===== src/dcache_macros.svh =====
// Size parameters of the data cache
// Included by the package and by every RTL file that needs a width or depth
`ifndef DCACHE_MACROS_SVH
`define DCACHE_MACROS_SVH

// ==============================
// Word and line
// ==============================

// Address and data word width
`define DC_XLEN 32

// Line width in bits, four words per line
`define DC_LINE_BITS 128

// ==============================
// Organisation
// ==============================

// 4 ways of 16 sets, 1 KB in total
`define DC_NUM_WAY 4
`define DC_NUM_SET 16

`endif


===== src/dcache_pkg.sv =====
// Types shared by the data cache RTL
// Field widths follow from the size macros
`include "dcache_macros.svh"

package dcache_pkg;

  // Address field widths
  localparam int IDX_W  = $clog2(`DC_NUM_SET);
  localparam int WORD_W = $clog2(`DC_LINE_BITS / `DC_XLEN);
  localparam int BYTE_W = $clog2(`DC_XLEN / 8);
  localparam int TAG_W  = `DC_XLEN - IDX_W - WORD_W - BYTE_W;

  typedef struct packed {
    logic [TAG_W-1:0]  tag;
    logic [IDX_W-1:0]  idx;
    logic [WORD_W-1:0] word;
    logic [BYTE_W-1:0] byte_off;
  } addr_fields_t;

  // Request address, as a raw word or split into its fields
  typedef union packed {
    logic [`DC_XLEN-1:0] raw;
    addr_fields_t        f;
  } addr_u;

  typedef enum logic [1:0] {
    BYTE = 2'd0,
    HALF = 2'd1,
    WORD = 2'd2
  } size_e;

  typedef logic [`DC_NUM_WAY-1:0] way_oh_t;

  typedef logic [`DC_LINE_BITS-1:0] line_t;

endpackage


===== src/dcache_if.sv =====
`timescale 1ns/1ps
// Interfaces between the cache controller and the two stores
// lookup_if returns the tag store result, array_wr_if drives both stores
`include "dcache_macros.svh"

// Registered lookup result of the tag store
interface lookup_if;
  logic                         hit;
  dcache_pkg::way_oh_t          hit_way;
  dcache_pkg::way_oh_t          victim_way;
  logic                         victim_dirty;
  logic [dcache_pkg::TAG_W-1:0] victim_tag;
  logic                         sweep_busy;

  modport store (output hit, hit_way, victim_way, victim_dirty, victim_tag, sweep_busy);
  modport ctrl (input hit, hit_way, victim_way, victim_dirty, victim_tag, sweep_busy);
endinterface

// Lookup strobe and write path shared by the tag and data stores
interface array_wr_if;
  logic                          rd_en;
  logic [dcache_pkg::IDX_W-1:0]  idx;
  dcache_pkg::way_oh_t           way_we;
  logic                          is_fill;
  dcache_pkg::line_t             fill_line;
  logic [`DC_XLEN-1:0]           store_data;
  dcache_pkg::size_e             size;
  logic [dcache_pkg::WORD_W-1:0] word_sel;
  logic [dcache_pkg::BYTE_W-1:0] byte_off;
  logic [dcache_pkg::TAG_W-1:0]  tag;
  logic                          set_dirty;

  modport ctrl (output rd_en, idx, way_we, is_fill, fill_line, store_data, size, word_sel,
                byte_off, tag, set_dirty);
  modport store (input rd_en, idx, way_we, is_fill, fill_line, store_data, size, word_sel,
                 byte_off, tag, set_dirty);
endinterface


===== src/dcache_tag_store.sv =====
`timescale 1ns/1ps
// Tag, valid and dirty bits per way and set, with a 3-bit PLRU tree per set
// Compares tags on a lookup strobe and registers hit and victim information
// Runs an invalidation sweep after reset and on flush
`include "dcache_macros.svh"

module dcache_tag_store (
  input  logic       clk_i,
  input  logic       rst_ni,
  input  logic       flush_i,
  lookup_if.store    lkp,
  array_wr_if.store  wr
);

  localparam logic [dcache_pkg::IDX_W-1:0] LAST_SET = dcache_pkg::IDX_W'(`DC_NUM_SET - 1);

  logic [`DC_NUM_WAY-1:0]       valid_q [`DC_NUM_SET];
  logic [`DC_NUM_WAY-1:0]       dirty_q [`DC_NUM_SET];
  logic [dcache_pkg::TAG_W-1:0] tag_q   [`DC_NUM_SET][`DC_NUM_WAY];
  logic [`DC_NUM_WAY-2:0]       plru_q  [`DC_NUM_SET];

  logic                         sweep_busy_q;
  logic [dcache_pkg::IDX_W-1:0] sweep_idx_q;

  logic [`DC_NUM_WAY-1:0]       valid_set;
  dcache_pkg::way_oh_t          hit_way_c;
  dcache_pkg::way_oh_t          plru_way;
  dcache_pkg::way_oh_t          victim_c;
  logic                         vic_dirty_c;
  logic [dcache_pkg::TAG_W-1:0] vic_tag_c;

  dcache_pkg::way_oh_t          hit_way_q;
  dcache_pkg::way_oh_t          victim_way_q;
  logic                         victim_dirty_q;
  logic [dcache_pkg::TAG_W-1:0] victim_tag_q;

  // Root picks the half, the lower nodes pick the way inside it
  function automatic dcache_pkg::way_oh_t plru_victim(input logic [`DC_NUM_WAY-2:0] tree);
    dcache_pkg::way_oh_t v;
    v = '0;
    v[tree[0] ? {1'b1, tree[2]} : {1'b0, tree[1]}] = 1'b1;
    return v;
  endfunction

  // Point every node on the path away from the used way
  function automatic logic [`DC_NUM_WAY-2:0] plru_touch(input logic [`DC_NUM_WAY-2:0] tree,
                                                       input dcache_pkg::way_oh_t way);
    logic [`DC_NUM_WAY-2:0] t;
    t = tree;
    if (way[0] || way[1]) begin
      t[0] = 1'b1;
      t[1] = way[0];
    end else if (way[2] || way[3]) begin
      t[0] = 1'b0;
      t[2] = way[2];
    end
    return t;
  endfunction

  // ==============================
  // Lookup
  // ==============================
  always_comb begin
    valid_set = valid_q[wr.idx];
    plru_way  = plru_victim(plru_q[wr.idx]);
    for (int w = 0; w < `DC_NUM_WAY; w++) begin
      hit_way_c[w] = valid_set[w] && (tag_q[wr.idx][w] == wr.tag);
    end
    // Tree pointing at a valid way while another is free
    victim_c = plru_way;
    if (|(plru_way & valid_set)) begin
      for (int w = `DC_NUM_WAY - 1; w >= 0; w--) begin
        if (!valid_set[w]) victim_c = dcache_pkg::way_oh_t'(1) << w;
      end
    end
    vic_dirty_c = 1'b0;
    vic_tag_c   = '0;
    for (int w = 0; w < `DC_NUM_WAY; w++) begin
      if (victim_c[w]) begin
        vic_dirty_c = valid_set[w] && dirty_q[wr.idx][w];
        vic_tag_c   = tag_q[wr.idx][w];
      end
    end
  end

  always_ff @(posedge clk_i) begin
    if (!rst_ni) begin
      hit_way_q <= '0;
    end else if (wr.rd_en) begin
      hit_way_q <= hit_way_c;
    end
  end

  always_ff @(posedge clk_i) begin
    if (wr.rd_en) begin
      victim_way_q   <= victim_c;
      victim_dirty_q <= vic_dirty_c;
      victim_tag_q   <= vic_tag_c;
    end
  end

  assign lkp.hit          = |hit_way_q;
  assign lkp.hit_way      = hit_way_q;
  assign lkp.victim_way   = victim_way_q;
  assign lkp.victim_dirty = victim_dirty_q;
  assign lkp.victim_tag   = victim_tag_q;
  assign lkp.sweep_busy   = sweep_busy_q;

  // ==============================
  // Array update and sweep
  // ==============================
  always_ff @(posedge clk_i) begin
    for (int w = 0; w < `DC_NUM_WAY; w++) begin
      if (wr.way_we[w]) begin
        if (wr.is_fill) begin
          valid_q[wr.idx][w] <= 1'b1;
          tag_q[wr.idx][w]   <= wr.tag;
        end
        dirty_q[wr.idx][w] <= wr.set_dirty;
      end
    end
    if (wr.rd_en && |hit_way_c) begin
      plru_q[wr.idx] <= plru_touch(plru_q[wr.idx], hit_way_c);
    end else if (|wr.way_we) begin
      plru_q[wr.idx] <= plru_touch(plru_q[wr.idx], wr.way_we);
    end
    // Sweep clears last so it wins over a write to the same set
    if (sweep_busy_q) begin
      valid_q[sweep_idx_q] <= '0;
      dirty_q[sweep_idx_q] <= '0;
      plru_q[sweep_idx_q]  <= '0;
    end
  end

  always_ff @(posedge clk_i) begin
    if (!rst_ni) begin
      sweep_busy_q <= 1'b1;
      sweep_idx_q  <= '0;
    end else if (sweep_busy_q) begin
      sweep_idx_q <= sweep_idx_q + 1'b1;
      if (sweep_idx_q == LAST_SET) sweep_busy_q <= 1'b0;
    end else if (flush_i && !wr.rd_en && wr.way_we == '0) begin
      sweep_busy_q <= 1'b1;
      sweep_idx_q  <= '0;
    end
  end

  // A fill never leaves two valid copies of one tag in a set
  hit_onehot_a: assert property (@(posedge clk_i) disable iff (!rst_ni)
    wr.rd_en |-> $onehot0(hit_way_c));

endmodule


===== src/flat_wrapper.sv =====
// flat-port wrapper written by rule: the top's interface ports become plain ports
module dcache_tag_store_flat 
  (clk_i, rst_ni, flush_i, lkp_hit, lkp_hit_way, lkp_victim_way, lkp_victim_dirty, lkp_victim_tag, lkp_sweep_busy, wr_rd_en, wr_idx, wr_way_we, wr_is_fill, wr_fill_line, wr_store_data, wr_size, wr_word_sel, wr_byte_off, wr_tag, wr_set_dirty);
  lookup_if lkp_i ();
  array_wr_if wr_i ();
  input  logic clk_i;
  input  logic rst_ni;
  input  logic flush_i;
  output wire logic [$bits(lkp_i.hit)-1:0] lkp_hit;
  output wire logic [$bits(lkp_i.hit_way)-1:0] lkp_hit_way;
  output wire logic [$bits(lkp_i.victim_way)-1:0] lkp_victim_way;
  output wire logic [$bits(lkp_i.victim_dirty)-1:0] lkp_victim_dirty;
  output wire logic [$bits(lkp_i.victim_tag)-1:0] lkp_victim_tag;
  output wire logic [$bits(lkp_i.sweep_busy)-1:0] lkp_sweep_busy;
  input wire logic [$bits(wr_i.rd_en)-1:0] wr_rd_en;
  input wire logic [$bits(wr_i.idx)-1:0] wr_idx;
  input wire logic [$bits(wr_i.way_we)-1:0] wr_way_we;
  input wire logic [$bits(wr_i.is_fill)-1:0] wr_is_fill;
  input wire logic [$bits(wr_i.fill_line)-1:0] wr_fill_line;
  input wire logic [$bits(wr_i.store_data)-1:0] wr_store_data;
  input wire logic [$bits(wr_i.size)-1:0] wr_size;
  input wire logic [$bits(wr_i.word_sel)-1:0] wr_word_sel;
  input wire logic [$bits(wr_i.byte_off)-1:0] wr_byte_off;
  input wire logic [$bits(wr_i.tag)-1:0] wr_tag;
  input wire logic [$bits(wr_i.set_dirty)-1:0] wr_set_dirty;
  assign lkp_hit = lkp_i.hit;
  assign lkp_hit_way = lkp_i.hit_way;
  assign lkp_victim_way = lkp_i.victim_way;
  assign lkp_victim_dirty = lkp_i.victim_dirty;
  assign lkp_victim_tag = lkp_i.victim_tag;
  assign lkp_sweep_busy = lkp_i.sweep_busy;
  assign wr_i.rd_en = wr_rd_en;
  assign wr_i.idx = wr_idx;
  assign wr_i.way_we = wr_way_we;
  assign wr_i.is_fill = wr_is_fill;
  assign wr_i.fill_line = wr_fill_line;
  assign wr_i.store_data = wr_store_data;
  assign wr_i.size = wr_size;
  assign wr_i.word_sel = wr_word_sel;
  assign wr_i.byte_off = wr_byte_off;
  assign wr_i.tag = wr_tag;
  assign wr_i.set_dirty = wr_set_dirty;
  dcache_tag_store u_core (.clk_i(clk_i), .rst_ni(rst_ni), .flush_i(flush_i), .lkp(lkp_i), .wr(wr_i));
endmodule

===== config.mk =====
export PLATFORM = sky130hd
export DESIGN_NAME = dcache_tag_store_flat
export DESIGN_NICKNAME = d
export VERILOG_FILES = /design/src/dcache_pkg.sv /design/src/dcache_if.sv /design/src/dcache_tag_store.sv /design/src/flat_wrapper.sv
export VERILOG_INCLUDE_DIRS = /design/src /design/src/src
export SDC_FILE = /design/constraint.sdc
export NUM_CORES = 2
export LEC_CHECK = 0
export CORE_MARGIN = 2
export CORE_UTILIZATION = 40
export CTS_CLUSTER_SIZE = 24
export DETAILED_ROUTE_END_ITERATION = 7
export DONT_BUFFER_PORTS = 1
export HOLD_SLACK_MARGIN = 0.12
export PLACE_DENSITY = 0.56
export SKIP_LAST_GASP = 1
export SLEW_MARGIN = 10
export SYNTH_ARGS = -nofsm -noshare
export SYNTH_HDL_FRONTEND = slang
export SYNTH_SLANG_ARGS = --single-unit

===== constraint.sdc =====
create_clock -name clk_i -period 3.7 [get_ports clk_i]
set_input_delay 0.37 -clock clk_i [delete_from_list [all_inputs] [get_ports clk_i]]
set_output_delay 0.37 -clock clk_i [all_outputs]
set_load 0.02 [all_outputs]

==> results.rst <==
.. list-table::
   :header-rows: 1

   * - Metric
     - Value
   * - Critical-path top delay cell
     - sky130_fd_sc_hd__mux4_2
   * - Worst Hold Class
     - primary input to register
   * - Cell types with the highest counts after synthesis
     - sky130_fd_sc_hd__edfxtp_1 (1565), sky130_fd_sc_hd__nand2_1 (368), sky130_fd_sc_hd__mux4_2 (329)
   * - Capturing point of the worst reg2reg path
     - u_core.plru_q[14][2]$_SDFFE_PP0P_
   * - Width of the die
     - 431 um
   * - Top cell type's share of synthesized area
     - 64.3%
   * - DRT Pass-1 Iters
     - 8
   * - Core area
     - 181000 um2
   * - Skew final
     - 0.0536 ns
   * - Vertical die dimension
     - 431 um
   * - Synth Area in Adders
     - 0.0685%
   * - Bufs on Longest Clock Path
     - 3
   * - Number of pins with negative max-slew slack in the final report
     - 220
   * - Via count of the first global-routing pass
     - 41600
   * - Number of warnings printed during yosys synthesis
     - 0
   * - FF-to-FF Start
     - u_core.tag_q[14][38]$_DFFE_PP_
   * - VDD IR max
     - 0.486 mV
   * - Clock tree from TritonCTS
     - built
   * - Worst Hold Path EP
     - u_core.sweep_idx_q[1]$_SDFFE_PN0P_
   * - LEAKAGE
     - 0.0286 uW
   * - Rel. slew slack
     - -32.5%
   * - Main combinational cell family by area after synthesis
     - multiplexers
   * - Post-DR vias/cell
     - 6.00
   * - Most numerous cell in the Yosys netlist
     - sky130_fd_sc_hd__edfxtp_1
   * - Total number of nets in the final design
     - 4875
   * - Max Clk Rate
     - 241 MHz
   * - Failing checks
     - max-slew violations, negative setup slack
   * - Crit Path Class
     - primary input to register
   * - Number of enable-type register cells in the synthesized netlist
     - 1565
   * - Share of the yosys chip area belonging to registers
     - 69.4%
   * - Clock latency on the worst-skew pair
     - 0.87 ns
   * - Detailed placement HPWL
     - 132000 um
   * - Post-synthesis sequential element count
     - 1750
   * - Run status
     - finished, violations left
   * - Hold Slack
     - 0.183 ns
   * - Cts bufs inserted
     - 180
   * - GRT Residual Overflow
     - 0
   * - Filler Cells Inserted
     - 15300
   * - Highest cell delay on the worst timing path
     - 1.00 ns
   * - Area occupied by multi-input gates
     - 21000 um2
   * - Pin count of the biggest net entering global routing
     - 463
   * - Syn_nets
     - 4421
   * - Global-route wire length before repair
     - 333000 um
   * - # setup viols final
     - 52
   * - Synthesized-area fraction occupied by ao, oa, aoi and oai cells
     - 5.87%
   * - Number of max-capacitance violations reported
     - 0
   * - Clk slew on worst S/H paths
     - 0.06 ns
   * - Required time of the critical path
     - 4.46 ns
   * - Final-report hold violation count
     - 0
   * - Top fanout value on the critical path
     - 462
   * - Quantity of I/O buffers inserted on ports
     - 0
   * - Reg-to-reg slack, setup
     - -0.07 ns
   * - Minimum period implied by the final worst setup slack
     - 4.16 ns
   * - Post-synthesis average cell area
     - 17.3 um2
   * - Arrival time of the worst setup path
     - 4.92 ns
   * - Cell Pwr Density
     - 540 nW/um2
   * - Number of library cell types mapped by synthesis
     - 104
   * - Area used by sequential logic in the layout
     - 50700 um2
   * - Detailed-route wire length per cell
     - 33.3 um
   * - Final worst-path setup slack
     - -0.457 ns
   * - Clock root buffer
     - sky130_fd_sc_hd__clkbuf_16
   * - TNS Setup
     - -18.21 ns
   * - Cell Rows
     - 156
   * - Die Area
     - 186000 um2
   * - Global router's overall resource usage
     - 25.6%
   * - Kind of end point of the critical path
     - register
   * - RSZ-0062 raised after global routing
     - true
   * - R2R depth
     - 12
   * - Startpoint Class
     - primary input
   * - Starting DRC count in detailed routing
     - 5364
   * - Starting Density
     - 40.3%
   * - Initial antenna violation count
     - 9
   * - Synth async-reset ratio
     - 0%
   * - Fraction of synthesized cell area in xor and xnor cells
     - 1.45%
   * - Mux cell area share after synthesis
     - 15.6%
   * - Largest area contributor in the synthesized netlist
     - sky130_fd_sc_hd__edfxtp_1
   * - Transition time at the pin with the least slew margin
     - 1.99 ns
   * - Post-synthesis simple-gate area fraction
     - 4.78%
   * - Final weighted congestion of routability-driven global placement
     - 0.917
   * - Portion of the clock cycle consumed by the worst path in the final layout
     - 112%
   * - Clock sinks
     - 1750
   * - Crit-path cells
     - mux4_2, mux2i_1, mux2i_1, xnor2_1, buf_4, nand4_1, nor4_1, buf_4, nand4_1, buf_6, a41oi_4, buf_6, nand3_4, o41a_4, o221a_2
   * - Count of unresolved DRC violations after routing
     - 0
   * - Commonest register cell after synthesis
     - sky130_fd_sc_hd__edfxtp_1
   * - Launch point of the worst hold path
     - wr_way_we[2]
   * - Total number of vias
     - 43200
   * - Cell count after synthesis
     - 4213
   * - Largest cells by area after synthesis
     - sky130_fd_sc_hd__edfxtp_1 (64%), sky130_fd_sc_hd__mux4_2 (10%), sky130_fd_sc_hd__dfxtp_1 (5.1%)
   * - Htree depth
     - 4
   * - Count of pins on the block boundary
     - 239
   * - Post-synthesis cell area
     - 73100 um2
   * - Worst hold path depth
     - 4
   * - DRT Wirelength
     - 240000 um
   * - Layout Area Growth over Synthesis
     - 17.1%
   * - Fraction of layout instances using a drive strength above 1
     - 26.6%
   * - Post-route antenna net violation count
     - 0
kinds of logic (layout without fill, tap and decap cells):
| group | after synthesis | in the layout |
|---|---|---|
| compound gates | 578 | 580 |
| xor+xnor | 121 | 121 |
| simple gates | 779 | 779 |
| fa+ha+maj | 4 | 4 |
| other cells | 0 | 11 |
| flops | 1750 | 1750 |
| buf+inv | 283 | 885 |
| mux | 698 | 698 |
state kept, by name, summed over array words and instances, names as in the netlist:
register and count:
u_core.lkp.sweep_busy 1, u_core.lkp.victim_way 4, u_core.valid_q 64, u_core.plru_q 48
u_core.lkp.hit_way 4, u_core.dirty_q 64, u_core.sweep_idx_q 4, u_core.lkp.victim_dirty 1
u_core.tag_q 1536, u_core.lkp.victim_tag 24
worst max path at each step:
stage / start / end / slack (ns) / depth (start not counted)
3_3_place_gp: wr_idx[1] / u_core.lkp.victim_tag[23]$_DFFE_PP_ / -0.48 / 11
2_1_floorplan: wr_idx[0] / u_core.lkp.victim_tag[20]$_DFFE_PP_ / -0.03 / 17
4_1_cts: u_core.plru_q[3][2]$_SDFFE_PP0P_ / u_core.lkp.victim_tag[23]$_DFFE_PP_ / -0.09 / 11
6_report: wr_idx[1] / u_core.plru_q[14][1]$_SDFFE_PP0P_ / -0.46 / 15
3_5_place_dp: wr_idx[0] / u_core.lkp.victim_tag[23]$_DFFE_PP_ / -0.51 / 11
5_1_grt: u_core.tag_q[15][5]$_DFFE_PP_ / u_core.plru_q[10][2]$_SDFFE_PP0P_ / -0.15 / 15
metal layers:
metal	wire length (um)	GRT usage, %	up-vias	share of wire (%)
li1	-	-	17900	-
met1	99000	35.8	22900	41
met2	109000	39.0	2025	45
met3	19500	4.29	444	8.1
met4	12500	12.5	0	5.2
met5	0	0	-	0
report_power, final:
group | internal [uW] | switching [uW] | total, uW
clock network | 9980 | 7820 | 17800
registers | 22300 | 475 | 22800
logic | 2430 | 3150 | 5580
total | 34800 | 11400 | 46200
repair_timing:
action	4_1_cts	5_1_grt
endpoints found under the setup margin	57	53
gates resized for setup	23	40
cloned	3	1
hold buffers	74	0
pin swaps	4	16
hold endpoints to repair	1692	0
buffers inserted	3	8
through the flow:
stage | instance area (um2) | setup slack, ns | cells | utilization, % | power [uW]
2_1_floorplan | 73100 | -0.0317 | 4213 | - | 26000
3_3_place_gp | 78000 | -0.483 | 6767 | 43.1 | 27900
3_5_place_dp | 78000 | -0.512 | 6767 | 43.1 | 28000
4_1_cts | 85200 | -0.0867 | 7179 | 47.1 | 46200
5_1_grt | 85600 | -0.151 | 7190 | 47.2 | 47300
6_report | 85600 | -0.457 | 7198 | 47.2 | 46200
critical path, delay by kind of cell:
kind	cells	cell delay (ns)
AND/OR/NAND/NOR	4	0.70
multiplexers	3	1.50
AO/OA/AOI/OAI	3	0.75
buffers and inverters	4	0.67
XOR/XNOR	1	0.19
layout make-up:
class	instances	area share [%]
flip-flops and latches	1750	59.2
clock buffers	236	5.70
repair buffers	526	5.84
diodes	11	0.0322
clock inverters	96	1.06
inverters	27	0.127
well taps	2370	3.47
multi-input cells	2182	24.5
cells in the final DEF (no fill, tap or decap), types with 86 or more instances in the layout:
cell	count
sky130_fd_sc_hd__dfxtp_1	185
sky130_fd_sc_hd__mux4_2	329
sky130_fd_sc_hd__nand2_1	367
sky130_fd_sc_hd__nand3_1	105
sky130_fd_sc_hd__mux2i_1	297
sky130_fd_sc_hd__buf_4	418
sky130_fd_sc_hd__xnor2_1	86
sky130_fd_sc_hd__a21oi_1	104
sky130_fd_sc_hd__clkbuf_16	184
sky130_fd_sc_hd__nor2_1	92
sky130_fd_sc_hd__edfxtp_1	1565
Note: power is estimated with default switching activity, not from simulation.
