`config.mk`:
```
export PLATFORM = sky130hd
export DESIGN_NAME = dcache_ctrl_flat
export DESIGN_NICKNAME = d
export VERILOG_FILES = /design/src/dcache_pkg.sv /design/src/dcache_if.sv /design/src/dcache_ctrl.sv /design/src/flat_wrapper.sv
export VERILOG_INCLUDE_DIRS = /design/src /design/src/src
export SDC_FILE = /design/constraint.sdc
export NUM_CORES = 1
export LEC_CHECK = 0
export BUFFER_PORTS_ARGS = -buffer_cell sky130_fd_sc_hd__buf_4
export CAP_MARGIN = 40
export CORE_AREA = 3 3 449 451
export DETAILED_ROUTE_END_ITERATION = 8
export DIE_AREA = 0 0 452 454
export PLACE_DENSITY = 0.34
export SYNTH_ARGS = -nofsm -noshare
export SYNTH_HDL_FRONTEND = slang
export SYNTH_SLANG_ARGS = --single-unit
```
`constraint.sdc`:
```
create_clock -name clk_i -period 3.1 [get_ports clk_i]
set_input_delay 0.465 -clock clk_i [delete_from_list [all_inputs] [get_ports clk_i]]
set_output_delay 0.465 -clock clk_i [all_outputs]
set_load 0.01 [all_outputs]
```
`src/dcache_macros.svh`:
```
// Size parameters of the data cache
// Included by the package and by every RTL file that needs a width or depth
`ifndef DCACHE_MACROS_SVH
`define DCACHE_MACROS_SVH

// ==============================
// Word and line
// ==============================

// Address and data word width
`define DC_XLEN 32

// Line width in bits, four words per line
`define DC_LINE_BITS 128

// ==============================
// Organisation
// ==============================

// 4 ways of 16 sets, 1 KB in total
`define DC_NUM_WAY 4
`define DC_NUM_SET 16

`endif

```
`src/dcache_pkg.sv`:
```
// Types shared by the data cache RTL
// Field widths follow from the size macros
`include "dcache_macros.svh"

package dcache_pkg;

  // Address field widths
  localparam int IDX_W  = $clog2(`DC_NUM_SET);
  localparam int WORD_W = $clog2(`DC_LINE_BITS / `DC_XLEN);
  localparam int BYTE_W = $clog2(`DC_XLEN / 8);
  localparam int TAG_W  = `DC_XLEN - IDX_W - WORD_W - BYTE_W;

  typedef struct packed {
    logic [TAG_W-1:0]  tag;
    logic [IDX_W-1:0]  idx;
    logic [WORD_W-1:0] word;
    logic [BYTE_W-1:0] byte_off;
  } addr_fields_t;

  // Request address, as a raw word or split into its fields
  typedef union packed {
    logic [`DC_XLEN-1:0] raw;
    addr_fields_t        f;
  } addr_u;

  typedef enum logic [1:0] {
    BYTE = 2'd0,
    HALF = 2'd1,
    WORD = 2'd2
  } size_e;

  typedef logic [`DC_NUM_WAY-1:0] way_oh_t;

  typedef logic [`DC_LINE_BITS-1:0] line_t;

endpackage

```
`src/dcache_if.sv`:
```
`timescale 1ns/1ps
// Interfaces between the cache controller and the two stores
// lookup_if returns the tag store result, array_wr_if drives both stores
`include "dcache_macros.svh"

// Registered lookup result of the tag store
interface lookup_if;
  logic                         hit;
  dcache_pkg::way_oh_t          hit_way;
  dcache_pkg::way_oh_t          victim_way;
  logic                         victim_dirty;
  logic [dcache_pkg::TAG_W-1:0] victim_tag;
  logic                         sweep_busy;

  modport store (output hit, hit_way, victim_way, victim_dirty, victim_tag, sweep_busy);
  modport ctrl (input hit, hit_way, victim_way, victim_dirty, victim_tag, sweep_busy);
endinterface

// Lookup strobe and write path shared by the tag and data stores
interface array_wr_if;
  logic                          rd_en;
  logic [dcache_pkg::IDX_W-1:0]  idx;
  dcache_pkg::way_oh_t           way_we;
  logic                          is_fill;
  dcache_pkg::line_t             fill_line;
  logic [`DC_XLEN-1:0]           store_data;
  dcache_pkg::size_e             size;
  logic [dcache_pkg::WORD_W-1:0] word_sel;
  logic [dcache_pkg::BYTE_W-1:0] byte_off;
  logic [dcache_pkg::TAG_W-1:0]  tag;
  logic                          set_dirty;

  modport ctrl (output rd_en, idx, way_we, is_fill, fill_line, store_data, size, word_sel,
                byte_off, tag, set_dirty);
  modport store (input rd_en, idx, way_we, is_fill, fill_line, store_data, size, word_sel,
                 byte_off, tag, set_dirty);
endinterface

```
`src/dcache_ctrl.sv`:
```
`timescale 1ns/1ps
// Cache controller FSM with one request in flight at a time
// Decides hit or miss from the tag store, runs write-back and line fill
// on the memory port and returns one response per request
`include "dcache_macros.svh"

module dcache_ctrl (
  input  logic                                clk_i,
  input  logic                                rst_ni,
  // CPU request and response
  input  logic                                req_valid_i,
  output logic                                req_ready_o,
  input  logic                                req_we_i,
  input  logic [1:0]                          req_size_i,
  input  logic [`DC_XLEN-1:0]                 req_addr_i,
  input  logic [`DC_XLEN-1:0]                 req_wdata_i,
  output logic                                resp_valid_o,
  output logic [`DC_XLEN-1:0]                 resp_rdata_o,
  // Memory port
  output logic                                mem_req_valid_o,
  output logic                                mem_req_we_o,
  output logic [`DC_XLEN-1:0]                 mem_req_addr_o,
  output logic [`DC_LINE_BITS-1:0]            mem_req_wdata_o,
  input  logic                                mem_req_ready_i,
  input  logic                                mem_resp_valid_i,
  input  logic [`DC_LINE_BITS-1:0]            mem_resp_rdata_i,
  // Stores
  lookup_if.ctrl                              lkp,
  array_wr_if.ctrl                            wr,
  input  dcache_pkg::line_t [`DC_NUM_WAY-1:0] rd_line_i
);

  typedef enum logic [2:0] {
    IDLE,
    LOOKUP,
    WRITEBACK,
    FILL,
    RESPOND
  } state_e;

  state_e              state_q;
  state_e              state_d;
  logic                rd_sent_q;
  logic                filled_q;

  dcache_pkg::addr_u   req_q;
  dcache_pkg::size_e   size_q;
  logic                we_q;
  logic [`DC_XLEN-1:0] wdata_q;
  logic [`DC_XLEN-1:0] rdata_q;

  logic                accept;
  logic                hit_done;
  logic                fill_done;
  dcache_pkg::line_t   hit_line;
  dcache_pkg::line_t   victim_line;
  dcache_pkg::addr_u   mem_addr;

  assign req_ready_o = (state_q == IDLE) && !lkp.sweep_busy;
  assign accept      = req_valid_i && req_ready_o;
  assign hit_done    = (state_q == RESPOND) && lkp.hit && !filled_q;
  assign fill_done   = (state_q == FILL) && rd_sent_q && mem_resp_valid_i;

  // ==============================
  // Way selection and response
  // ==============================
  always_comb begin
    hit_line    = '0;
    victim_line = '0;
    for (int w = 0; w < `DC_NUM_WAY; w++) begin
      if (lkp.hit_way[w]) hit_line = rd_line_i[w];
      if (lkp.victim_way[w]) victim_line = rd_line_i[w];
    end
  end

  assign resp_valid_o = (state_q == RESPOND) && (filled_q || lkp.hit);
  assign resp_rdata_o = filled_q ? rdata_q : hit_line[req_q.f.word*`DC_XLEN +: `DC_XLEN];

  // Line address of the victim during write-back, of the request otherwise
  always_comb begin
    mem_addr            = req_q;
    mem_addr.f.word     = '0;
    mem_addr.f.byte_off = '0;
    if (state_q == WRITEBACK) mem_addr.f.tag = lkp.victim_tag;
  end

  assign mem_req_valid_o = (state_q == WRITEBACK) || (state_q == FILL && !rd_sent_q);
  assign mem_req_we_o    = (state_q == WRITEBACK);
  assign mem_req_addr_o  = mem_addr.raw;
  assign mem_req_wdata_o = victim_line;

  // ==============================
  // Store array control
  // ==============================
  assign wr.rd_en      = (state_q == LOOKUP) && !lkp.sweep_busy;
  assign wr.idx        = req_q.f.idx;
  assign wr.tag        = req_q.f.tag;
  assign wr.word_sel   = req_q.f.word;
  assign wr.byte_off   = req_q.f.byte_off;
  assign wr.size       = size_q;
  assign wr.store_data = wdata_q;
  assign wr.set_dirty  = we_q;
  assign wr.is_fill    = (state_q == FILL);
  assign wr.fill_line  = mem_resp_rdata_i;

  always_comb begin
    wr.way_we = '0;
    if (fill_done) begin
      wr.way_we = lkp.victim_way;
    end else if (hit_done && we_q) begin
      wr.way_we = lkp.hit_way;
    end
  end

  // ==============================
  // FSM
  // ==============================
  always_comb begin
    state_d = state_q;
    unique case (state_q)
      IDLE:      if (accept) state_d = LOOKUP;
      LOOKUP:    if (!lkp.sweep_busy) state_d = RESPOND;
      RESPOND: begin
        if (filled_q || lkp.hit) begin
          state_d = IDLE;
        end else if (lkp.victim_dirty) begin
          state_d = WRITEBACK;
        end else begin
          state_d = FILL;
        end
      end
      WRITEBACK: if (mem_req_ready_i) state_d = FILL;
      FILL:      if (fill_done) state_d = RESPOND;
      default:   state_d = IDLE;
    endcase
  end

  always_ff @(posedge clk_i) begin
    if (!rst_ni) begin
      state_q   <= IDLE;
      rd_sent_q <= 1'b0;
      filled_q  <= 1'b0;
    end else begin
      state_q <= state_d;
      if (fill_done) begin
        rd_sent_q <= 1'b0;
      end else if (state_q == FILL && mem_req_valid_o && mem_req_ready_i) begin
        rd_sent_q <= 1'b1;
      end
      if (fill_done) begin
        filled_q <= 1'b1;
      end else if (state_q == RESPOND) begin
        filled_q <= 1'b0;
      end
    end
  end

  always_ff @(posedge clk_i) begin
    if (accept) begin
      req_q.raw <= req_addr_i;
      we_q      <= req_we_i;
      size_q    <= dcache_pkg::size_e'(req_size_i);
      wdata_q   <= req_wdata_i;
    end
    if (fill_done) begin
      rdata_q <= mem_resp_rdata_i[req_q.f.word*`DC_XLEN +: `DC_XLEN];
    end
  end

  // Memory request held with a stable address until accepted
  mem_hold_a: assert property (@(posedge clk_i) disable iff (!rst_ni)
    mem_req_valid_o && !mem_req_ready_i |=> mem_req_valid_o && $stable(mem_req_addr_o));

endmodule

```
`src/flat_wrapper.sv`:
```
// flat-port wrapper written by rule: the top's interface ports become plain ports
module dcache_ctrl_flat 
  (clk_i, rst_ni, req_valid_i, req_ready_o, req_we_i, req_size_i, req_addr_i, req_wdata_i, resp_valid_o, resp_rdata_o, mem_req_valid_o, mem_req_we_o, mem_req_addr_o, mem_req_wdata_o, mem_req_ready_i, mem_resp_valid_i, mem_resp_rdata_i, rd_line_i, lkp_hit, lkp_hit_way, lkp_victim_way, lkp_victim_dirty, lkp_victim_tag, lkp_sweep_busy, wr_rd_en, wr_idx, wr_way_we, wr_is_fill, wr_fill_line, wr_store_data, wr_size, wr_word_sel, wr_byte_off, wr_tag, wr_set_dirty);
  lookup_if lkp_i ();
  array_wr_if wr_i ();
  input  logic clk_i;
  input  logic rst_ni;
  input  logic req_valid_i;
  output logic req_ready_o;
  input  logic req_we_i;
  input  logic [1:0] req_size_i;
  input  logic [`DC_XLEN-1:0] req_addr_i;
  input  logic [`DC_XLEN-1:0] req_wdata_i;
  output logic resp_valid_o;
  output logic [`DC_XLEN-1:0] resp_rdata_o;
  output logic mem_req_valid_o;
  output logic mem_req_we_o;
  output logic [`DC_XLEN-1:0] mem_req_addr_o;
  output logic [`DC_LINE_BITS-1:0] mem_req_wdata_o;
  input  logic mem_req_ready_i;
  input  logic mem_resp_valid_i;
  input  logic [`DC_LINE_BITS-1:0] mem_resp_rdata_i;
  input  dcache_pkg::line_t [`DC_NUM_WAY-1:0] rd_line_i;
  input wire logic [$bits(lkp_i.hit)-1:0] lkp_hit;
  input wire logic [$bits(lkp_i.hit_way)-1:0] lkp_hit_way;
  input wire logic [$bits(lkp_i.victim_way)-1:0] lkp_victim_way;
  input wire logic [$bits(lkp_i.victim_dirty)-1:0] lkp_victim_dirty;
  input wire logic [$bits(lkp_i.victim_tag)-1:0] lkp_victim_tag;
  input wire logic [$bits(lkp_i.sweep_busy)-1:0] lkp_sweep_busy;
  output wire logic [$bits(wr_i.rd_en)-1:0] wr_rd_en;
  output wire logic [$bits(wr_i.idx)-1:0] wr_idx;
  output wire logic [$bits(wr_i.way_we)-1:0] wr_way_we;
  output wire logic [$bits(wr_i.is_fill)-1:0] wr_is_fill;
  output wire logic [$bits(wr_i.fill_line)-1:0] wr_fill_line;
  output wire logic [$bits(wr_i.store_data)-1:0] wr_store_data;
  output wire logic [$bits(wr_i.size)-1:0] wr_size;
  output wire logic [$bits(wr_i.word_sel)-1:0] wr_word_sel;
  output wire logic [$bits(wr_i.byte_off)-1:0] wr_byte_off;
  output wire logic [$bits(wr_i.tag)-1:0] wr_tag;
  output wire logic [$bits(wr_i.set_dirty)-1:0] wr_set_dirty;
  assign lkp_i.hit = lkp_hit;
  assign lkp_i.hit_way = lkp_hit_way;
  assign lkp_i.victim_way = lkp_victim_way;
  assign lkp_i.victim_dirty = lkp_victim_dirty;
  assign lkp_i.victim_tag = lkp_victim_tag;
  assign lkp_i.sweep_busy = lkp_sweep_busy;
  assign wr_rd_en = wr_i.rd_en;
  assign wr_idx = wr_i.idx;
  assign wr_way_we = wr_i.way_we;
  assign wr_is_fill = wr_i.is_fill;
  assign wr_fill_line = wr_i.fill_line;
  assign wr_store_data = wr_i.store_data;
  assign wr_size = wr_i.size;
  assign wr_word_sel = wr_i.word_sel;
  assign wr_byte_off = wr_i.byte_off;
  assign wr_tag = wr_i.tag;
  assign wr_set_dirty = wr_i.set_dirty;
  dcache_ctrl u_core (.clk_i(clk_i), .rst_ni(rst_ni), .req_valid_i(req_valid_i), .req_ready_o(req_ready_o), .req_we_i(req_we_i), .req_size_i(req_size_i), .req_addr_i(req_addr_i), .req_wdata_i(req_wdata_i), .resp_valid_o(resp_valid_o), .resp_rdata_o(resp_rdata_o), .mem_req_valid_o(mem_req_valid_o), .mem_req_we_o(mem_req_we_o), .mem_req_addr_o(mem_req_addr_o), .mem_req_wdata_o(mem_req_wdata_o), .mem_req_ready_i(mem_req_ready_i), .mem_resp_valid_i(mem_resp_valid_i), .mem_resp_rdata_i(mem_resp_rdata_i), .lkp(lkp_i), .wr(wr_i), .rd_line_i(rd_line_i));
endmodule
```
==> results.cfg, run 1 <==
[outcome]
status = completed

[worst_setup_path]
end_kind = primary output
start_kind = input port
critPathMaxFanout = 19
worstPathArrival_ns = 2.56
ff2ff_setup_slack_ns = 0.75
criticalPathCategory = input port to primary output
required_ns = 2.63

[floorplanning]
dieArea_um2 = 205000
rows = 163
die_h_um = 454
ios = 1144
start_util = 0.0707
core-area_um2 = 198000
die_w_um = 452

[synthesis]
yosys.area.top_type = edfxtp_1
yosysSeqAreaShare = 0.220
synthMuxAreaShare = 0.118
mappedNetlistArea_um2 = 14000
synthAdderAreaFrac = 0
synth_ff_type = edfxtp_1
postSynthCellCount = 1763
async_flop_share = 0
synth.avg_cell_area_um2 = 7.92
synth_enable_flop_cells = 99
synthSimpleGateAreaFrac = 0.167
yosys.area_share.xor_xnor = 0
yosys_register_bits = 104
yosysWarnings = 0
synth_top_cell_area_share = 0.213
synth_cell_types = 44
ys_top_cells_by_area = edfxtp_1 (21%), a21oi_1 (10%), buf_4 (7.9%)
synth_compound_area_frac = 0.349
synth_top_family_by_area = compound AO/OA/AOI/OAI gates

[place]
gp_congestion = 0.900
hpwl_mm = 155
post-place-ws_ns = -0.370
numPortBuffers = 1139
place_inst = 5365

[clocking]
cts.clk_slew.worst_paths_ns = 0.08
clockBufferDepth = 2
clock_latency_ns = 0.42
cts.sinks = 104
cts_tree = built
cts_made_buffers = 9
cts_hold_buf = 0
h-tree-depth = 3
cts_root_buf = clkbuf_16

[power_and_ir_drop]
irDropWorstVdd_v = 0.000389
powerDensity_nw_per_um2 = 257
p_leak_uw = 0.0107

[sta]
slew-limit-headroom = 0.497
setup_ws_ns = 0.0718
period_share = 0.977
timing.fmax_mhz = 330
drv_slew = 0
period_needed_ns = 3.03
finClkSkew_ns = 0.0186
rsz0062_at_grt = true
worstMarginPinSlew_ns = 0.754
hold_viol_final = 0
setup_viol = 0

[detailed_routing]
wire_per_inst_um = 32.3
viasPerCell = 3.62
vias = 19600
first_iter_violations = 1575
wirelength_mm = 175
drc = 0
ant_nets = 0
first_pass_iters = 5

[grt]
grt_max_degree = 79
antenna_found_initial = 81
grt_pass1_wl_mm = 218
grt.total_usage = 0.162
grt_pass1_vias = 20100
overflow = 0

[worst_hold_path]
hold_class = input port to register

[cells_and_area]
nets = 3494
area_delta_synth_final_pct = 90.4
stdcell_count = 5415
drive_gt1_frac = 0.531

[run]
maxCapViolCount = 0
## path summary, 6_finish.rpt
kind | from | to | cells past startpoint
worst max-delay path | lkp_hit_way[0] | resp_rdata_o[19] | 8
worst min-delay path | req_wdata_i[30] | u_core.wr.store_data[30] | 1
worst max register to register | u_core.state_q[0] | u_core.filled_q | 5
worst min register to register | u_core.rd_sent_q | u_core.rd_sent_q | 2
## worst max-delay path, stage by stage
cell	delay [ns]
buf_4	0.10
nor2b_4	0.21
buf_12	0.20
buf_4	0.24
a221oi_1	0.10
o32a_1	0.45
a221oi_4	0.51
buf_4	0.22
## flip-flops by register name, summed over array words and instances (netlist names)
name / cells
u_core.state_q: 3
u_core.wr.set_dirty: 1
u_core.wr.store_data: 32
u_core.wr.size: 2
u_core.filled_q: 1
u_core.rdata_q: 32
u_core.rd_sent_q: 1
u_core.req_q: 32
## synth_stat cells (49+ instances only)
cell type	count
a21oi_1	282
a221o_1	67
a221oi_1	70
buf_2	49
buf_4	147
clkbuf_1	125
edfxtp_1	99
mux2i_1	65
nand2_1	258
nand3b_1	124
o21ai_0	125
o221ai_1	55
## cells in the final DEF, fill, tap and decap left out, drive strengths merged, types with 11 or more instances in the layout
master,instances
o32a,25
nand2,258
a221oi,96
o221ai,55
nand3b,124
clkbuf,11
a21oi,282
edfxtp,99
a31oi,30
nor2b,40
a221o,67
buf,1304
mux4,32
o21ai,125
diode,24
mux2i,65
inv,36
mux2,24
## cell families after synthesis
group           count (synthesis)
mux                           121
compound gates                711
simple gates                  454
flops                         104
buf+inv                       372
other cells                     1
## area by class of cell
class | instances | area (um2)
Antenna cell | 24 | 60.1
Clock buffer | 10 | 229
Clock inverter | 5 | 66.3
Fill cell | 22700 | 171000
Inverter | 35 | 139
Multi-Input combinational cell | 1290 | 9350
Sequential cell | 104 | 3080
Tap cell | 2640 | 3300
Timing Repair Buffer | 1307 | 10400
## where the power goes
| part | internal (uW) | switching [uW] |
|---|---|---|
| clock network | 634 | 668 |
| logic | 1780 | 2110 |
| registers | 1600 | 32.8 |
## stage by stage
step	total power, uW	hold slack, ns	utilization	TNS, ns	instance area, um2
2_1_floorplan	3020	0.516	-	0	14000
3_3_place_gp	5550	0.539	0.130	-1.82	25600
3_5_place_dp	5550	0.538	0.130	-1.01	25600
4_1_cts	7030	0.156	0.134	-0.152	26400
5_1_grt	7210	0.186	0.134	-0.0733	26600
6_report	6830	0.231	0.135	0	26600
## what timing repair did
action | 4_1_cts | 5_1_grt
buffers inserted | 9 | 0
gates resized for setup | 54 | 20
setup endpoints to repair | 30 | 14
pin swaps | 7 | 2
gates cloned | 2 | 0
## routing by layer
layer	routed length (um)	GRT usage	up-vias
li1	-	-	8634
met1	66500	0.182	9823
met2	92100	0.300	954
met3	12000	0.0423	174
met4	4260	0.0415	44
met5	299	0	-
No activity file was read; power rests on OpenSTA's default activity.
==> inputs of run 2 (changes only) <==
SETUP_SLACK_MARGIN = 0.1   (was default)
SLEW_MARGIN = 0   (was default)
==> run 2 against run 1 <==
Effect of this change:
- total power rose by 2.9%
- wire length rose by 2.4%
- critical endpoint is now resp_rdata_o[23]
- flip-flop and latch count did not move
- largest cell class unchanged
- clock-buffer cell count fell by 1
- combinational power rose by 5.1%
- critical path depth rose by 2
- global-route usage rose by 0.39 points
- maximum frequency fell by 0.92%
==> results.cfg, run 2 (synthesis results as in run 1) <==
[detailed_routing]
wire_per_inst_um = 33.0
vias = 20000
drc = 0
first_pass_iters = 5
ant_nets = 0
viasPerCell = 3.68
wirelength_mm = 179
first_iter_violations = 1534

[worst_setup_path]
cp_slowest_stage_delay_ns = 0.39
cp_top_family = buffers and inverters
ff2ff_path_depth = 5
crit_slowest_cell = edfxtp_1
start_kind = register
crit_buf_inv = 7
worstPathArrival_ns = 2.59
end_kind = primary output
critPathMaxFanout = 17
criticalPathCategory = register to primary output
path_cells = buf_6, clkinv_4, buf_12, buf_12, a221o_1, a31oi_4, buf_6, a211oi_4, buf_6, buf_4
required_ns = 2.63
crit_cells = 10
cpMostUsedCell = buf_6

[outcome]
status = completed

[clocking]
h-tree-depth = 3
clock_latency_ns = 0.43
cts_tree = built
cts_hold_buf = 0
cts.clk_slew.worst_paths_ns = 0.10
clockBufferDepth = 2
cts.sinks = 104
cts_root_buf = clkbuf_16
cts_made_buffers = 9

[grt]
grt_max_degree = 74
antenna_found_initial = 106
grt.total_usage = 0.166
grt_pass1_wl_mm = 222
grt_pass1_vias = 20100
overflow = 0

[power_and_ir_drop]
p_int_uw = 4020
sw_frac_of_total = 0.427
irDropWorstVdd_v = 0.000395
power_frac_comb = 0.582
pwr-share-clk = 0.185
p_sw_uw = 3000
powerDensity_nw_per_um2 = 257
p_seq_frac = 0.232
p_leak_uw = 0.0108
report.power.total_uw = 7030

[worst_hold_path]
hold_depth = 1
hold_class = input port to register

[sta]
rsz0062_at_grt = true
timing.fmax_mhz = 327
finClkSkew_ns = 0.0128
hold_ws_ns = 0.202
worstMarginPinSlew_ns = 0.760
slew-limit-headroom = 0.494
drv_slew = 0
period_share = 0.986
hold_viol_final = 0
setup_viol = 0
period_needed_ns = 3.06

[cells_and_area]
stdcell_count = 5430
layout_common_cells = buf_4 (1,221), a21oi_1 (279), nand2_1 (257)
drive_gt1_frac = 0.547
area_delta_synth_final_pct = 95.6
nets = 3499
register_area_um2 = 3080
num-fill-cells = 22700
final_common_cell = buf_4
multi_input_area_um2 = 9740

[run]
maxCapViolCount = 0

[floorplanning]
rows = 163
ios = 1144
die_h_um = 454
start_util = 0.0707
core-area_um2 = 198000
dieArea_um2 = 205000
die_w_um = 452

[place]
numPortBuffers = 1139
gp_congestion = 0.895
place_inst = 5349
hpwl_mm = 156
[run 2: cell types whose count changed in the layout (fill, tap and decap cells not counted), moves of 7 or more]
cell and change:
mux2i_1 -18, mux2i_4 +8, o221ai_2 +8, o221ai_1 -9, a31oi_4 +11, a31oi_1 -7
buf_4 -33, buf_6 +25, mux2i_2 +10, diode_2 +9
[run 2: worst register-to-register path, delay by kind of cell, from the launching register on]
kind | cells | cell delay [ns]
buffers and inverters | 2 | 0.58
DFF | 1 | 0.51
and+or+nand+nor | 2 | 0.86
AOI/OAI and AO/OA | 1 | 0.07
[run 2: power by group through the flow]
stage               clock network [uW]  registers [uW]  logic, uW
finish                            1300            1630       4090
global placement                     0            1670       3890
floorplan                            0            1670       1350
CTS                               1400            1640       4150
detailed placement                   0            1670       3890
global route                      1410            1640       4330
[run 2: final timing paths]
kind / start / endpoint / slack (ns)
max: u_core.req_q[2] / resp_rdata_o[23] / 0.04
min: req_wdata_i[17] / u_core.wr.store_data[17] / 0.20
min reg2reg: u_core.rd_sent_q / u_core.rd_sent_q / 0.57
max reg2reg: u_core.state_q[1] / u_core.filled_q / 0.96
[run 2: routing by layer]
| layer | global-route usage | vias to the layer above | wire length (um) |
|---|---|---|---|
| met3 | 0.0481 | 233 | 13800 |
| met5 | 0 | - | 304 |
| li1 | - | 8669 | - |
| met4 | 0.0683 | 44 | 7800 |
| met2 | 0.293 | 1096 | 90300 |
| met1 | 0.185 | 9926 | 67100 |
[run 2: what timing repair did]
action,CTS,global route
setup endpoints to repair,32,30
buffers inserted,21,5
gates resized for setup,161,30
gates cloned,7,2
pin swaps,24,17
[run 2: layout make-up]
type | count | share of cell area
clock buffers | 9 | 0.00825
inverters | 35 | 0.00508
repair buffers | 1312 | 0.391
well taps | 2640 | 0.121
diodes | 33 | 0.00302
multi-input cells | 1290 | 0.357
flip-flops and latches | 104 | 0.113
clock inverters | 7 | 0.00234
[run 2: through the flow]
stage          setup WS [ns]  TNS [ns]  instance area, um2  utilization
6_report              0.0438         0               27300        0.138
5_1_grt              -0.0719    -0.148               27300        0.138
4_1_cts               -0.119    -0.420               27100        0.137
3_5_place_dp          -0.401     -1.36               25500        0.129
3_3_place_gp          -0.765     -3.14               25400        0.129
2_1_floorplan          0.108         0               14000            -
==> inputs of run 3 (changes only) <==
==> constraint.sdc (replaced) <==
create_clock -name clk_i -period 3.1 [get_ports clk_i]
set_input_delay 0.31 -clock clk_i [delete_from_list [all_inputs] [get_ports clk_i]]
set_output_delay 0.31 -clock clk_i [all_outputs]
set_load 0.01 [all_outputs]
==> run 3 against run 2 <==
Effect of this change:
- via count fell by 2.0%
- highest routed layer unchanged
- critical path depth up 1
- total power fell by 2.7%
- clock skew increased by 0.0047 ns
- first-iteration DRC count grew 5.0%
- flip-flop and latch count stayed put
- final cell count fell by 0.31%
- clock power about the same
- clock-buffer cell count unchanged
- non-clock buffer count down 20
- hold slack worse by 0.13 ns
- register-to-register slack improved by 0.08 ns
==> results.cfg, run 3 (synthesis results as in run 1) <==
[worst_hold_path]
hold_depth = 1
hold_class = input port to register

[sta]
setup_ws_ns = 0.177
worstMarginPinSlew_ns = 0.939
period_share = 0.943
timing.fmax_mhz = 342
rsz0062_at_grt = true
setup_tns_ns = 0
finClkSkew_ns = 0.0175
drv_slew = 0
slew-limit-headroom = 0.373
hold_viol_final = 0
period_needed_ns = 2.92
setup_viol = 0

[place]
dpl_cell_area_um2 = 25300
post-place-ws_ns = -0.184
gp_congestion = 0.900
numPortBuffers = 1139
place_inst = 5330
hpwl_mm = 154

[clocking]
h-tree-depth = 3
cts_made_buffers = 9
cts_tree = built
clockBufferDepth = 2
cts.sinks = 104
cts_root_buf = clkbuf_16
clock_latency_ns = 0.43
cts.clk_slew.worst_paths_ns = 0.10

[run]
maxCapViolCount = 0

[power_and_ir_drop]
irDropWorstVdd_v = 0.000372
powerDensity_nw_per_um2 = 257
p_leak_uw = 0.0106

[cells_and_area]
drive_gt1_frac = 0.527
area_delta_synth_final_pct = 90.5
nets = 3479
num-fill-cells = 22800
fin_util = 0.135
stdcell_count = 5413
layout_common_cells = buf_4 (1,229), a21oi_1 (280), nand2_1 (257)
design_area_um2 = 26600
final_common_cell = buf_4

[worst_setup_path]
path_cells = buf_6, buf_12, buf_16, buf_6, buf_4, mux2i_1, o221ai_2, a31oi_4, buf_4, a221oi_2, buf_4
cpMostUsedCell = buf_4
cp_slowest_stage_delay_ns = 0.39
crit_cells = 11
criticalPathCategory = register to primary output
required_ns = 2.79
start_kind = register
crit_buf_inv = 7
crit_slowest_cell = edfxtp_1
end_kind = primary output
ff2ff_path_depth = 3
critPathMaxFanout = 7
worstPathArrival_ns = 2.61
cp_top_family = buffers and inverters

[floorplanning]
die_h_um = 454
dieArea_um2 = 205000
core-area_um2 = 198000
rows = 163
die_w_um = 452
start_util = 0.0707
ios = 1144

[grt]
grt_max_degree = 97
grt_pass1_wl_mm = 219
grt.total_usage = 0.163
grt_pass1_vias = 19800
antenna_found_initial = 93
overflow = 0

[detailed_routing]
vias = 19600
viasPerCell = 3.61
drc = 0
ant_nets = 0
wire_per_inst_um = 32.8
wirelength_mm = 177
first_pass_iters = 5
first_iter_violations = 1610

[outcome]
status = completed
==> run 3: metrics by stage <==
stage	hold WS [ns]	total power, uW
after floorplan	0.409	3020
after global placement	0.488	5540
after detailed placement	0.490	5530
after CTS	0.00735	7000
after global routing	0.0220	7240
final	0.0705	6840
==> run 3: cell type report <==
type / instances / area, um2 / area share
antenna: 36 / 90.1 / 0.00339
clock buffer: 9 / 225 / 0.00846
clock inverter: 7 / 65.1 / 0.00245
inverter: 35 / 139 / 0.00522
multi-input combinational: 1290 / 9370 / 0.352
sequential: 104 / 3080 / 0.116
tap: 2640 / 3300 / 0.124
timing repair buffer: 1292 / 10300 / 0.389
==> run 3: final timing paths <==
check             slack [ns]              start                       end
setup / recovery        0.18    u_core.req_q[2]          resp_rdata_o[16]
hold reg to reg         0.58   u_core.rd_sent_q          u_core.rd_sent_q
setup reg to reg        1.04  u_core.state_q[2]  u_core.wr.store_data[29]
hold / removal          0.07     req_addr_i[11]          u_core.req_q[11]
==> run 3: power by group <==
part	switching, uW	internal, uW
combinational	2160	1770
sequential	33.5	1600
clock	712	564
total	2900	3930
==> run 3: what timing repair did <==
action,CTS,global route
gates resized for setup,71,19
setup endpoints to repair,29,11
endpoints found under the hold margin,5,0
setup buffers,5,15
hold buffers,5,0
pin swaps,6,7
cloned,2,4
==> run 3: layer usage <==
metal	wire, um	part of all wire	global-route usage	vias up
li1	-	-	-	8609
met1	65700	0.37	0.179	9752
met2	90800	0.51	0.293	959
met3	13700	0.077	0.0518	197
met4	6910	0.039	0.0618	50
met5	330	0.0019	0	-
